`config.mk`:
```
export PLATFORM = sky130hd
export DESIGN_NAME = csr_file_top
export DESIGN_NICKNAME = d
export VERILOG_FILES = /design/src/csr_pkg.sv /design/src/csr_file_top.sv /design/src/csr_mvu_regs.sv /design/src/csr_machine_regs.sv /design/src/csr_op_unit.sv
export SDC_FILE = /design/constraint.sdc
export NUM_CORES = 2
export LEC_CHECK = 0
export BUFFER_PORTS_ARGS = -buffer_cell sky130_fd_sc_hd__buf_2
export CORE_AREA = 2 2 478 480
export DETAILED_ROUTE_END_ITERATION = 6
export DIE_AREA = 0 0 480 482
export SYNTH_ARGS = -nofsm -noshare
export SYNTH_HDL_FRONTEND = slang
export SYNTH_SLANG_ARGS = --single-unit
```
`constraint.sdc`:
```
create_clock -name clk -period 6 [get_ports clk]
set_clock_uncertainty 0.05 [all_clocks]
set_input_delay 0.9 -clock clk [delete_from_list [all_inputs] [get_ports clk]]
set_output_delay 0.9 -clock clk [all_outputs]
set_load 0.02 [all_outputs]
```
`src/csr_pkg.sv`:
```
package csr_pkg;

    // ======================================================================
    // basic word types
    // ======================================================================
    typedef logic [31:0] xlen_t;
    typedef logic [11:0] csr_addr_t;

    // implemented CSR addresses
    typedef enum csr_addr_t {
        // identification, read only
        csr_mvendorid     = 12'hF11,
        csr_marchid       = 12'hF12,
        csr_mimpid        = 12'hF13,
        csr_mhartid       = 12'hF14,
        // machine trap setup and handling
        csr_mstatus       = 12'h300,
        csr_misa          = 12'h301,
        csr_mie           = 12'h304,
        csr_mtvec         = 12'h305,
        csr_mepc          = 12'h341,
        csr_mcause        = 12'h342,
        csr_mip           = 12'h344,
        // counters
        csr_mcycle        = 12'hB00,
        csr_mcycleh       = 12'hB80,
        // MVU config, one contiguous block in the custom machine range
        csr_mvu_wbaseaddr = 12'h7C0,
        csr_mvu_ibaseaddr = 12'h7C1,
        csr_mvu_obaseaddr = 12'h7C2,
        csr_mvu_wstride_0 = 12'h7C3,
        csr_mvu_wstride_1 = 12'h7C4,
        csr_mvu_wstride_2 = 12'h7C5,
        csr_mvu_wstride_3 = 12'h7C6,
        csr_mvu_istride_0 = 12'h7C7,
        csr_mvu_istride_1 = 12'h7C8,
        csr_mvu_istride_2 = 12'h7C9,
        csr_mvu_istride_3 = 12'h7CA,
        csr_mvu_ostride_0 = 12'h7CB,
        csr_mvu_ostride_1 = 12'h7CC,
        csr_mvu_ostride_2 = 12'h7CD,
        csr_mvu_ostride_3 = 12'h7CE,
        csr_mvu_wlength_0 = 12'h7CF,
        csr_mvu_wlength_1 = 12'h7D0,
        csr_mvu_wlength_2 = 12'h7D1,
        csr_mvu_wlength_3 = 12'h7D2,
        csr_mvu_ilength_0 = 12'h7D3,
        csr_mvu_ilength_1 = 12'h7D4,
        csr_mvu_ilength_2 = 12'h7D5,
        csr_mvu_ilength_3 = 12'h7D6,
        csr_mvu_olength_0 = 12'h7D7,
        csr_mvu_olength_1 = 12'h7D8,
        csr_mvu_olength_2 = 12'h7D9,
        csr_mvu_olength_3 = 12'h7DA,
        csr_mvu_precision = 12'h7DB,
        csr_mvu_quant     = 12'h7DC,
        csr_mvu_command   = 12'h7DD
    } csr_addr_e;

    localparam int mvu_num_regs = 30; // words from wbaseaddr up to command

    typedef enum logic [2:0] {
        csr_op_none  = 3'd0,
        csr_op_rw    = 3'd1,
        csr_op_set   = 3'd2,
        csr_op_clear = 3'd3,
        csr_op_mret  = 3'd4
    } csr_op_e;

    // ======================================================================
    // machine registers
    // ======================================================================
    typedef struct packed {
        logic        sd;
        logic [13:0] wpri3;
        logic [1:0]  xs;
        logic [1:0]  fs;
        logic [4:0]  wpri2;  // mpp and spp live here, machine mode only
        logic        mpie;
        logic [1:0]  wpri1;
        logic        upie;
        logic        mie;
        logic [1:0]  wpri0;
        logic        uie;
    } mstatus_t;

    // interrupt bit positions in mie and mip
    localparam int irq_m_soft  = 3;
    localparam int irq_m_timer = 7;
    localparam int irq_m_ext   = 11;
    localparam int irq_mvu     = 16; // first platform bit

    localparam xlen_t irq_mask = (xlen_t'(1) << irq_m_soft) | (xlen_t'(1) << irq_m_timer)
                               | (xlen_t'(1) << irq_m_ext)  | (xlen_t'(1) << irq_mvu);

    localparam xlen_t marchid_val = 32'h0000_0021;
    localparam xlen_t misa_val    = 32'h4000_0100; // rv32, base integer only

    // ======================================================================
    // port bundles
    // ======================================================================
    typedef struct packed {
        csr_addr_t addr;
        xlen_t     wdata;
        logic      we;
        logic      re;
        logic      mret;
    } csr_req_t;

    typedef struct packed {
        logic  valid;
        xlen_t cause;
    } exception_t;

    localparam xlen_t illegal_instr = 32'd2;

    typedef struct packed {
        logic       valid;
        logic [7:0] hart_id;
        xlen_t      target; // mtvec on trap, mepc on mret
    } irq_evt_t;

    typedef struct packed {
        xlen_t       wbase;
        xlen_t       ibase;
        xlen_t       obase;
        xlen_t [3:0] wstride;
        xlen_t [3:0] istride;
        xlen_t [3:0] ostride;
        xlen_t [3:0] wlength;
        xlen_t [3:0] ilength;
        xlen_t [3:0] olength;
        xlen_t       precision;
        xlen_t       quant;
        xlen_t       command;
    } mvu_cfg_t;

endpackage
```
`src/csr_file_top.sv`:
```
`timescale 1ns/1ps

module csr_file_top #(
    parameter int unsigned HART_ID = 0
) (
    input  logic                clk,
    input  logic                rst_n,
    // access port
    input  csr_pkg::csr_addr_t  csr_addr_i,
    input  csr_pkg::xlen_t      csr_wdata_i,
    input  csr_pkg::csr_op_e    csr_op_i,
    output csr_pkg::xlen_t      csr_rdata_o,
    output csr_pkg::exception_t csr_exception_o,
    // core side
    input  csr_pkg::xlen_t      pc_i,
    input  csr_pkg::xlen_t      cause_i,
    input  logic                enable_cycle_count_i,
    input  csr_pkg::xlen_t      boot_addr_i,
    output csr_pkg::irq_evt_t   csr_irq_evt_o,
    // MVU side
    input  logic                mvu_irq_i,
    output csr_pkg::mvu_cfg_t   mvu_cfg_o,
    output logic                mvu_start_o
);
    import csr_pkg::*;

    csr_req_t req;
    xlen_t    rdata_mach, rdata_mvu;
    logic     hit_mach, hit_mvu;
    logic     illegal;

    csr_op_unit i_op (
        .csr_addr_i  (csr_addr_i),
        .csr_wdata_i (csr_wdata_i),
        .csr_op_i    (csr_op_i),
        .old_rdata_i (csr_rdata_o),  // old value for set and clear
        .req_o       (req)
    );

    csr_machine_regs #(
        .HART_ID (HART_ID)
    ) i_mach (
        .clk                  (clk),
        .rst_n                (rst_n),
        .req_i                (req),
        .pc_i                 (pc_i),
        .cause_i              (cause_i),
        .mvu_irq_i            (mvu_irq_i),
        .enable_cycle_count_i (enable_cycle_count_i),
        .boot_addr_i          (boot_addr_i),
        .rdata_o              (rdata_mach),
        .hit_o                (hit_mach),
        .irq_evt_o            (csr_irq_evt_o)
    );

    csr_mvu_regs i_mvu (
        .clk     (clk),
        .rst_n   (rst_n),
        .req_i   (req),
        .rdata_o (rdata_mvu),
        .hit_o   (hit_mvu),
        .cfg_o   (mvu_cfg_o),
        .start_o (mvu_start_o)
    );

    // units return zero outside their own addresses
    assign csr_rdata_o = rdata_mach | rdata_mvu;

    // unknown address or a write to a read-only register
    assign illegal               = (req.re || req.we) && !(hit_mach || hit_mvu);
    assign csr_exception_o.valid = illegal;
    assign csr_exception_o.cause = illegal ? illegal_instr : '0;

endmodule

```
`src/csr_mvu_regs.sv`:
```
`timescale 1ns/1ps

module csr_mvu_regs (
    input  logic              clk,
    input  logic              rst_n,
    input  csr_pkg::csr_req_t req_i,
    output csr_pkg::xlen_t    rdata_o,
    output logic              hit_o,
    output csr_pkg::mvu_cfg_t cfg_o,
    output logic              start_o
);
    import csr_pkg::*;

    localparam int idx_w = $clog2(mvu_num_regs);

    // word offsets inside the config block
    localparam int base_ofs    = 0;
    localparam int wstride_ofs = int'(csr_mvu_wstride_0) - int'(csr_mvu_wbaseaddr);
    localparam int istride_ofs = int'(csr_mvu_istride_0) - int'(csr_mvu_wbaseaddr);
    localparam int ostride_ofs = int'(csr_mvu_ostride_0) - int'(csr_mvu_wbaseaddr);
    localparam int wlength_ofs = int'(csr_mvu_wlength_0) - int'(csr_mvu_wbaseaddr);
    localparam int ilength_ofs = int'(csr_mvu_ilength_0) - int'(csr_mvu_wbaseaddr);
    localparam int olength_ofs = int'(csr_mvu_olength_0) - int'(csr_mvu_wbaseaddr);
    localparam int prec_ofs    = int'(csr_mvu_precision) - int'(csr_mvu_wbaseaddr);
    localparam int quant_ofs   = int'(csr_mvu_quant)     - int'(csr_mvu_wbaseaddr);
    localparam int cmd_ofs     = int'(csr_mvu_command)   - int'(csr_mvu_wbaseaddr);

    xlen_t            cfg_q [mvu_num_regs];
    csr_addr_t        ofs;
    logic [idx_w-1:0] idx;
    logic             in_range;
    logic             cmd_we;

    // addresses below the block wrap to large offsets
    assign ofs      = req_i.addr - csr_addr_t'(csr_mvu_wbaseaddr);
    assign in_range = (ofs < csr_addr_t'(mvu_num_regs));
    assign idx      = ofs[idx_w-1:0];
    assign cmd_we   = req_i.we && (req_i.addr == csr_mvu_command);

    assign hit_o   = in_range;
    assign rdata_o = in_range ? cfg_q[idx] : '0;

    // ======================================================================
    // config words
    // ======================================================================
    always_ff @(posedge clk or negedge rst_n) begin
        if (!rst_n) begin
            for (int i = 0; i < mvu_num_regs; i++) begin
                cfg_q[i] <= '0;
            end
            start_o <= 1'b0;
        end else begin
            if (req_i.we && in_range) begin
                cfg_q[idx] <= req_i.wdata;
            end
            start_o <= cmd_we; // high for the one cycle after a command write
        end
    end

    // unpack the flat word array into the config bundle
    always_comb begin
        cfg_o.wbase     = cfg_q[base_ofs];
        cfg_o.ibase     = cfg_q[base_ofs + 1];
        cfg_o.obase     = cfg_q[base_ofs + 2];
        for (int d = 0; d < 4; d++) begin
            cfg_o.wstride[d] = cfg_q[wstride_ofs + d];
            cfg_o.istride[d] = cfg_q[istride_ofs + d];
            cfg_o.ostride[d] = cfg_q[ostride_ofs + d];
            cfg_o.wlength[d] = cfg_q[wlength_ofs + d];
            cfg_o.ilength[d] = cfg_q[ilength_ofs + d];
            cfg_o.olength[d] = cfg_q[olength_ofs + d];
        end
        cfg_o.precision = cfg_q[prec_ofs];
        cfg_o.quant     = cfg_q[quant_ofs];
        cfg_o.command   = cfg_q[cmd_ofs];
    end

    // the start pulse and the command word come from the same write
    start_after_cmd: assert property (@(posedge clk) disable iff (!rst_n)
        start_o |-> $past(req_i.we && in_range && (idx == idx_w'(cmd_ofs)))
                    && (cfg_o.command == $past(req_i.wdata)))
        else $error("mvu start without a command write");

endmodule

```
`src/csr_machine_regs.sv`:
```
`timescale 1ns/1ps

module csr_machine_regs #(
    parameter int unsigned HART_ID = 0
) (
    input  logic              clk,
    input  logic              rst_n,
    input  csr_pkg::csr_req_t req_i,
    input  csr_pkg::xlen_t    pc_i,
    input  csr_pkg::xlen_t    cause_i,
    input  logic              mvu_irq_i,
    input  logic              enable_cycle_count_i,
    input  csr_pkg::xlen_t    boot_addr_i,
    output csr_pkg::xlen_t    rdata_o,
    output logic              hit_o,
    output csr_pkg::irq_evt_t irq_evt_o
);
    import csr_pkg::*;

    mstatus_t    mstatus_q, mstatus_d;
    xlen_t       mie_q, mie_d;
    xlen_t       mip_q, mip_d;
    xlen_t       mtvec_q, mtvec_d;
    xlen_t       mepc_q, mepc_d;
    xlen_t       mcause_q, mcause_d;
    logic [63:0] mcycle_q, mcycle_d;
    logic        mtvec_load_q;   // high until the first edge after reset
    logic        mip_we;
    logic        trap;

    assign mip_we = req_i.we && (req_i.addr == csr_mip);
    assign trap   = mstatus_q.mie && mip_q[irq_mvu] && mie_q[irq_mvu];

    // trap has priority over a return in the same cycle
    assign irq_evt_o.valid   = trap || req_i.mret;
    assign irq_evt_o.hart_id = 8'(HART_ID);
    assign irq_evt_o.target  = trap ? mtvec_q : mepc_q;

    // ======================================================================
    // read mux and hit
    // ======================================================================
    always_comb begin
        rdata_o = '0;
        hit_o   = 1'b1;
        case (req_i.addr)
            csr_mvendorid, csr_mimpid: hit_o = !req_i.we; // both read zero
            csr_marchid: begin
                rdata_o = marchid_val;
                hit_o   = !req_i.we;
            end
            csr_mhartid: begin
                rdata_o = xlen_t'(HART_ID);
                hit_o   = !req_i.we;
            end
            csr_misa:    rdata_o = misa_val;   // writes accepted and dropped
            csr_mstatus: rdata_o = xlen_t'(mstatus_q);
            csr_mie:     rdata_o = mie_q;
            csr_mtvec:   rdata_o = mtvec_q;
            csr_mepc:    rdata_o = mepc_q;
            csr_mcause:  rdata_o = mcause_q;
            csr_mip:     rdata_o = mip_q;
            csr_mcycle:  rdata_o = mcycle_q[31:0];
            csr_mcycleh: rdata_o = mcycle_q[63:32];
            default:     hit_o   = 1'b0;
        endcase
    end

    // ======================================================================
    // next state
    // ======================================================================
    always_comb begin
        mstatus_d = mstatus_q;
        mie_d     = mie_q;
        mip_d     = mip_q;
        mtvec_d   = mtvec_load_q ? boot_addr_i : mtvec_q;
        mepc_d    = mepc_q;
        mcause_d  = mcause_q;
        mcycle_d  = enable_cycle_count_i ? mcycle_q + 64'd1 : mcycle_q;

        if (req_i.we) begin
            case (req_i.addr)
                csr_mstatus: begin
                    mstatus_d      = mstatus_t'(req_i.wdata);
                    mstatus_d.sd   = 1'b0;  // no extension state
                    mstatus_d.xs   = 2'b0;
                    mstatus_d.fs   = 2'b0;
                    mstatus_d.upie = 1'b0;  // no user mode
                    mstatus_d.uie  = 1'b0;
                end
                csr_mie:     mie_d    = req_i.wdata & irq_mask;
                csr_mip:     mip_d    = req_i.wdata & irq_mask;
                csr_mtvec:   mtvec_d  = req_i.wdata;
                csr_mepc:    mepc_d   = {req_i.wdata[31:1], 1'b0};
                csr_mcause:  mcause_d = req_i.wdata;
                csr_mcycle:  mcycle_d[31:0]  = req_i.wdata;
                csr_mcycleh: mcycle_d[63:32] = req_i.wdata;
                default: ;
            endcase
        end

        // mvu pending sticks until software clears it through mip
        if (!mip_we) begin
            mip_d[irq_mvu] = mip_q[irq_mvu] | mvu_irq_i;
        end

        if (trap) begin
            mcause_d       = {1'b1, 26'b0, cause_i[4:0]};
            mepc_d         = pc_i;
            mstatus_d.mpie = mstatus_q.mie;
            mstatus_d.mie  = 1'b0;
        end else if (req_i.mret) begin
            mstatus_d.mie  = mstatus_q.mpie;
            mstatus_d.mpie = 1'b1;
        end
    end

    // ======================================================================
    // registers
    // ======================================================================
    always_ff @(posedge clk or negedge rst_n) begin
        if (!rst_n) begin
            mstatus_q    <= '0;
            mie_q        <= '0;
            mip_q        <= '0;
            mtvec_q      <= '0;
            mepc_q       <= '0;
            mcause_q     <= '0;
            mcycle_q     <= '0;
            mtvec_load_q <= 1'b1;
        end else begin
            mstatus_q    <= mstatus_d;
            mie_q        <= mie_d;
            mip_q        <= mip_d;
            mtvec_q      <= mtvec_d;
            mepc_q       <= mepc_d;
            mcause_q     <= mcause_d;
            mcycle_q     <= mcycle_d;
            mtvec_load_q <= 1'b0;
        end
    end

    // enables exist only for the four supported sources
    mie_legal: assert property (@(posedge clk) disable iff (!rst_n)
        (mie_q & ~irq_mask) == '0)
        else $error("mie holds unsupported interrupt bits");

endmodule

```
`src/csr_op_unit.sv`:
```
`timescale 1ns/1ps

module csr_op_unit (
    input  csr_pkg::csr_addr_t csr_addr_i,
    input  csr_pkg::xlen_t     csr_wdata_i,
    input  csr_pkg::csr_op_e   csr_op_i,
    input  csr_pkg::xlen_t     old_rdata_i, // merged read data of both register units
    output csr_pkg::csr_req_t  req_o
);
    import csr_pkg::*;

    logic wdata_nz;

    assign wdata_nz = |csr_wdata_i;

    // ======================================================================
    // op decode
    // ======================================================================
    always_comb begin
        req_o       = '0;
        req_o.addr  = csr_addr_i;
        req_o.wdata = csr_wdata_i;

        case (csr_op_i)
            csr_op_rw: begin
                req_o.re = 1'b1;
                req_o.we = 1'b1;
            end
            // set and clear with a zero mask are plain reads,
            // so read-only registers can be read this way
            csr_op_set: begin
                req_o.re    = 1'b1;
                req_o.we    = wdata_nz;
                req_o.wdata = old_rdata_i | csr_wdata_i;
            end
            csr_op_clear: begin
                req_o.re    = 1'b1;
                req_o.we    = wdata_nz;
                req_o.wdata = old_rdata_i & ~csr_wdata_i;
            end
            csr_op_mret: begin
                req_o.mret = 1'b1;   // no register side effects
            end
            csr_op_none: ;
            default: ;
        endcase
    end

endmodule

```
==> metrics.txt <==
power after layout=0.01974 W; hold slack=0.2571 ns; Synth cell types=99; CTS max path bufs=3; final critical delay including setup and external delays=5.480 ns; clk root buf=sky130_fd_sc_hd__clkbuf_16; Max Clock Freq=182.5 MHz; Hold Fails Final Rpt=0; floorplan die area=0.2314 mm2; share of the yosys chip area belonging to registers=0.5290; total number of clock tree sinks=1155; instance count of the mapped netlist=5470; Routed WL=361900 um; Async SR Flop Fraction=1.000; Die Span X=480 um; violated checks=DRC; data required time of the critical path=5.05 ns; type of origin of the critical path=input port; Area Growth Syn to Fin=28.06%; per-instance average area after synthesis=9.989 um2; Crit path arrival time=4.53 ns; Via-to-Cell Ratio=5.292; average wire per standard cell=37.15 um; reg2reg setup slack=1.96 ns; clock transition at the register clock pins on the worst setup and hold paths after CTS=0.06 ns; measured slew at the worst slew-check pin=1.334 ns; Synth Register Bits=1155; setup repair after global routing missed its margin=no; H-Tree Level Count=4; number of buffers added by the clock tree synthesis step=144; final period utilization=0.9133; standard-cell row count=175; post-route ant nets=0; initial detailed-routing violation count=6332; FILL cells=23680; number of warning messages in the yosys log=0; Post-Synthesis Cell Area=0.05464 mm2; final RePlAce weighted congestion=0.9523; kind of critical path=input port to output port; outcome=finished, violations left; final max-slew violation count=0; number of primary I/O pins=1214; Skew-Pair Late Insertion Delay=0.85 ns; number of cells upsized or downsized after cts=0; Hold Path Depth=3; chip height=482 um; max capacitance violation total=0; Std-Cell Core Area=0.2264 mm2; power density over cell area=282.1 mW/mm2; Hold Path Sink=i_mach.mepc_q[5]; Synth Flop Type=sky130_fd_sc_hd__dfrtp_1; TNS Setup=0 ns; drt drc=2; vias in the first global route=48490; worst rel slew slack=0.1027; total of endpoints with negative setup slack in the final report=0; final-stage net count=6725; leakage power figure=33.93 nW; sum of net half-perimeters after detailed placement=278200 um; total number of vias=51550; number of cells traversed by the worst register-to-register path=7; initial antenna violation count=66; share of post-route cells with drive strength above 1=0.2965; Crit. End Element=output port; pin count of the biggest net entering global routing=181; reg-to-reg critical path startpoint=i_mvu.cfg_o[411]; CTS tree=yes; DR pass1 iterations=7; total global routing overflow=0; Post-synth EDFFs=0; quantity of I/O buffers inserted on ports=1147; starting density of the core=0.2413; endpoint of the worst register-to-register path=i_mvu.cfg_o[379]; peak supply drop=258.8 uV; Worst Path Max Fanout=53; Hold Startpoint=pc_i[5]; first-pass GRT wire length=472500 um; type of the most critical hold path=input port to flop; total track usage=0.3041
==> layer usage <==
metal,global-route usage,up-vias,part of all wire
met3,0.09240,555,0.10
li1,-,21540,-
met5,0,-,0.00013
met2,0.4715,3074,0.45
met1,0.3891,26380,0.40
met4,0.1376,6,0.053
==> per-stage QoR <==
stage / instances / cell area [um2] / utilization / setup slack [ns]
floorplan: 5509 / 54780 / - / 2.314
global placement: 9439 / 64870 / 0.2865 / 0.4951
detailed placement: 9439 / 64870 / 0.2865 / 0.4629
CTS: 9703 / 69870 / 0.3086 / 0.5110
global route: 9717 / 69910 / 0.3088 / 0.2514
finish: 9742 / 69970 / 0.3090 / 0.5200
==> kinds of logic after synthesis <==
family | after synthesis | synth area share
AOI/OAI and AO/OA | 1581 | 0.1710
xor gates and xnor gates | 63 | 0.01010
adders and majority gates | 1 | 0.0002290
buffers and inverters | 576 | 0.05423
DFF | 1155 | 0.5290
muxes | 384 | 0.1004
other | 1 | 0.00006863
and+or+nand+nor | 1709 | 0.1350
==> synthesized netlist by cell type, drive strengths merged, types with 8 or more instances <==
cell type / instances / area (um2)
nand2: 1214 / 4557
dfrtp: 1154 / 28880
o21ai: 1080 / 5473
clkbuf: 322 / 1234
mux2i: 226 / 2262
buf: 220 / 1602
nor2: 141 / 529.3
mux4: 128 / 2887
a21oi: 115 / 598.1
a22oi: 105 / 919.6
nand3: 91 / 455.4
nor2b: 48 / 300.3
nor3: 48 / 286.5
nand4: 41 / 256.5
xnor2: 41 / 359.1
a211oi: 40 / 300.3
o22ai: 38 / 237.7
o211ai: 37 / 287.8
inv: 34 / 127.6
a221oi: 31 / 277.8
mux2: 30 / 337.8
and3: 23 / 143.9
xor2: 22 / 192.7
nor4: 21 / 161.4
o221ai: 20 / 175.2
nand2b: 13 / 81.33
a31oi: 11 / 123.9
and2: 9 / 56.30
and4: 9 / 78.83
a222oi: 8 / 80.08
nand3b: 8 / 60.06
o31ai: 8 / 60.06
==> power breakdown <==
group	switching [W]	leakage [nW]	internal, W
clock network	0.00397	2.43	0.00530
logic	0.00164	15.6	0.000608
registers	0.000244	15.9	0.00798
total	0.00585	33.9	0.0139
==> critical path, stage by stage <==
cell                       delay (ns)
sky130_fd_sc_hd__buf_8           0.48
sky130_fd_sc_hd__nor2b_4         0.64
sky130_fd_sc_hd__buf_4           0.32
sky130_fd_sc_hd__a221oi_1        0.10
sky130_fd_sc_hd__o21ai_0         0.40
sky130_fd_sc_hd__o311ai_0        0.63
sky130_fd_sc_hd__a211o_1         0.55
sky130_fd_sc_hd__buf_2           0.21
==> sequential cells by signal, indices dropped and copies added (netlist names) <==
| register | flops |
|---|---|
| i_mach.mcause_q | 32 |
| i_mach.mcycle_q | 64 |
| i_mach.mepc_q | 32 |
| i_mach.mie_q | 4 |
| i_mach.mip_q | 4 |
| i_mach.mstatus_q | 25 |
| i_mach.mtvec_load_q | 1 |
| i_mach.mtvec_q | 32 |
| i_mvu.cfg_o | 960 |
| i_mvu.start_o | 1 |
==> worst max path at each step <==
stage                     cells past startpoint  slack, ns          endpoint     startpoint
final                                         8       0.52    csr_rdata_o[2]  csr_addr_i[0]
after global routing                          9       0.25    csr_rdata_o[2]  csr_addr_i[0]
after CTS                                     7       0.51   csr_rdata_o[24]  csr_addr_i[0]
after detailed placement                     10       0.46   i_mvu.cfg_o[83]  csr_addr_i[0]
after global placement                        9       0.50  i_mvu.cfg_o[472]  csr_addr_i[0]
after floorplan                              10       2.31    csr_rdata_o[8]  csr_addr_i[1]
==> cell type report <==
class / count / area (um2) / area share
Antenna cell: 39 / 97.59 / 0.001395
Clock buffer: 198 / 4088 / 0.05842
Clock inverter: 65 / 899.6 / 0.01286
Inverter: 34 / 127.6 / 0.001824
Multi-Input combinational cell: 3778 / 23310 / 0.3331
Sequential cell: 1155 / 28900 / 0.4131
Tap cell: 3009 / 3765 / 0.05381
Timing Repair Buffer: 1464 / 8780 / 0.1255
==> timing repair <==
action,in CTS,in global routing
setup buffers,0,0
hold buffers,1,0
hold endpoints to repair,6,0
==> placed cells by master, fill, tap and decap left out, drive strengths merged, types with 39 or more instances in the layout <==
| cell | Yosys | layout |
|---|---|---|
| conb | 1 | 40 |
| nor2b | 48 | 48 |
| nand3 | 91 | 91 |
| nor2 | 141 | 141 |
| mux2i | 226 | 226 |
| xnor2 | 41 | 41 |
| a211oi | 40 | 40 |
| buf | 220 | 1462 |
| mux4 | 128 | 128 |
| o21ai | 1080 | 1080 |
| inv | 34 | 48 |
| diode | 0 | 39 |
| a21oi | 115 | 115 |
| nand4 | 41 | 41 |
| clkbuf | 322 | 199 |
| a22oi | 105 | 105 |
| nand2 | 1214 | 1214 |
| dfrtp | 1154 | 1154 |
| nor3 | 48 | 48 |
No activity file was read; power rests on OpenSTA's default activity.
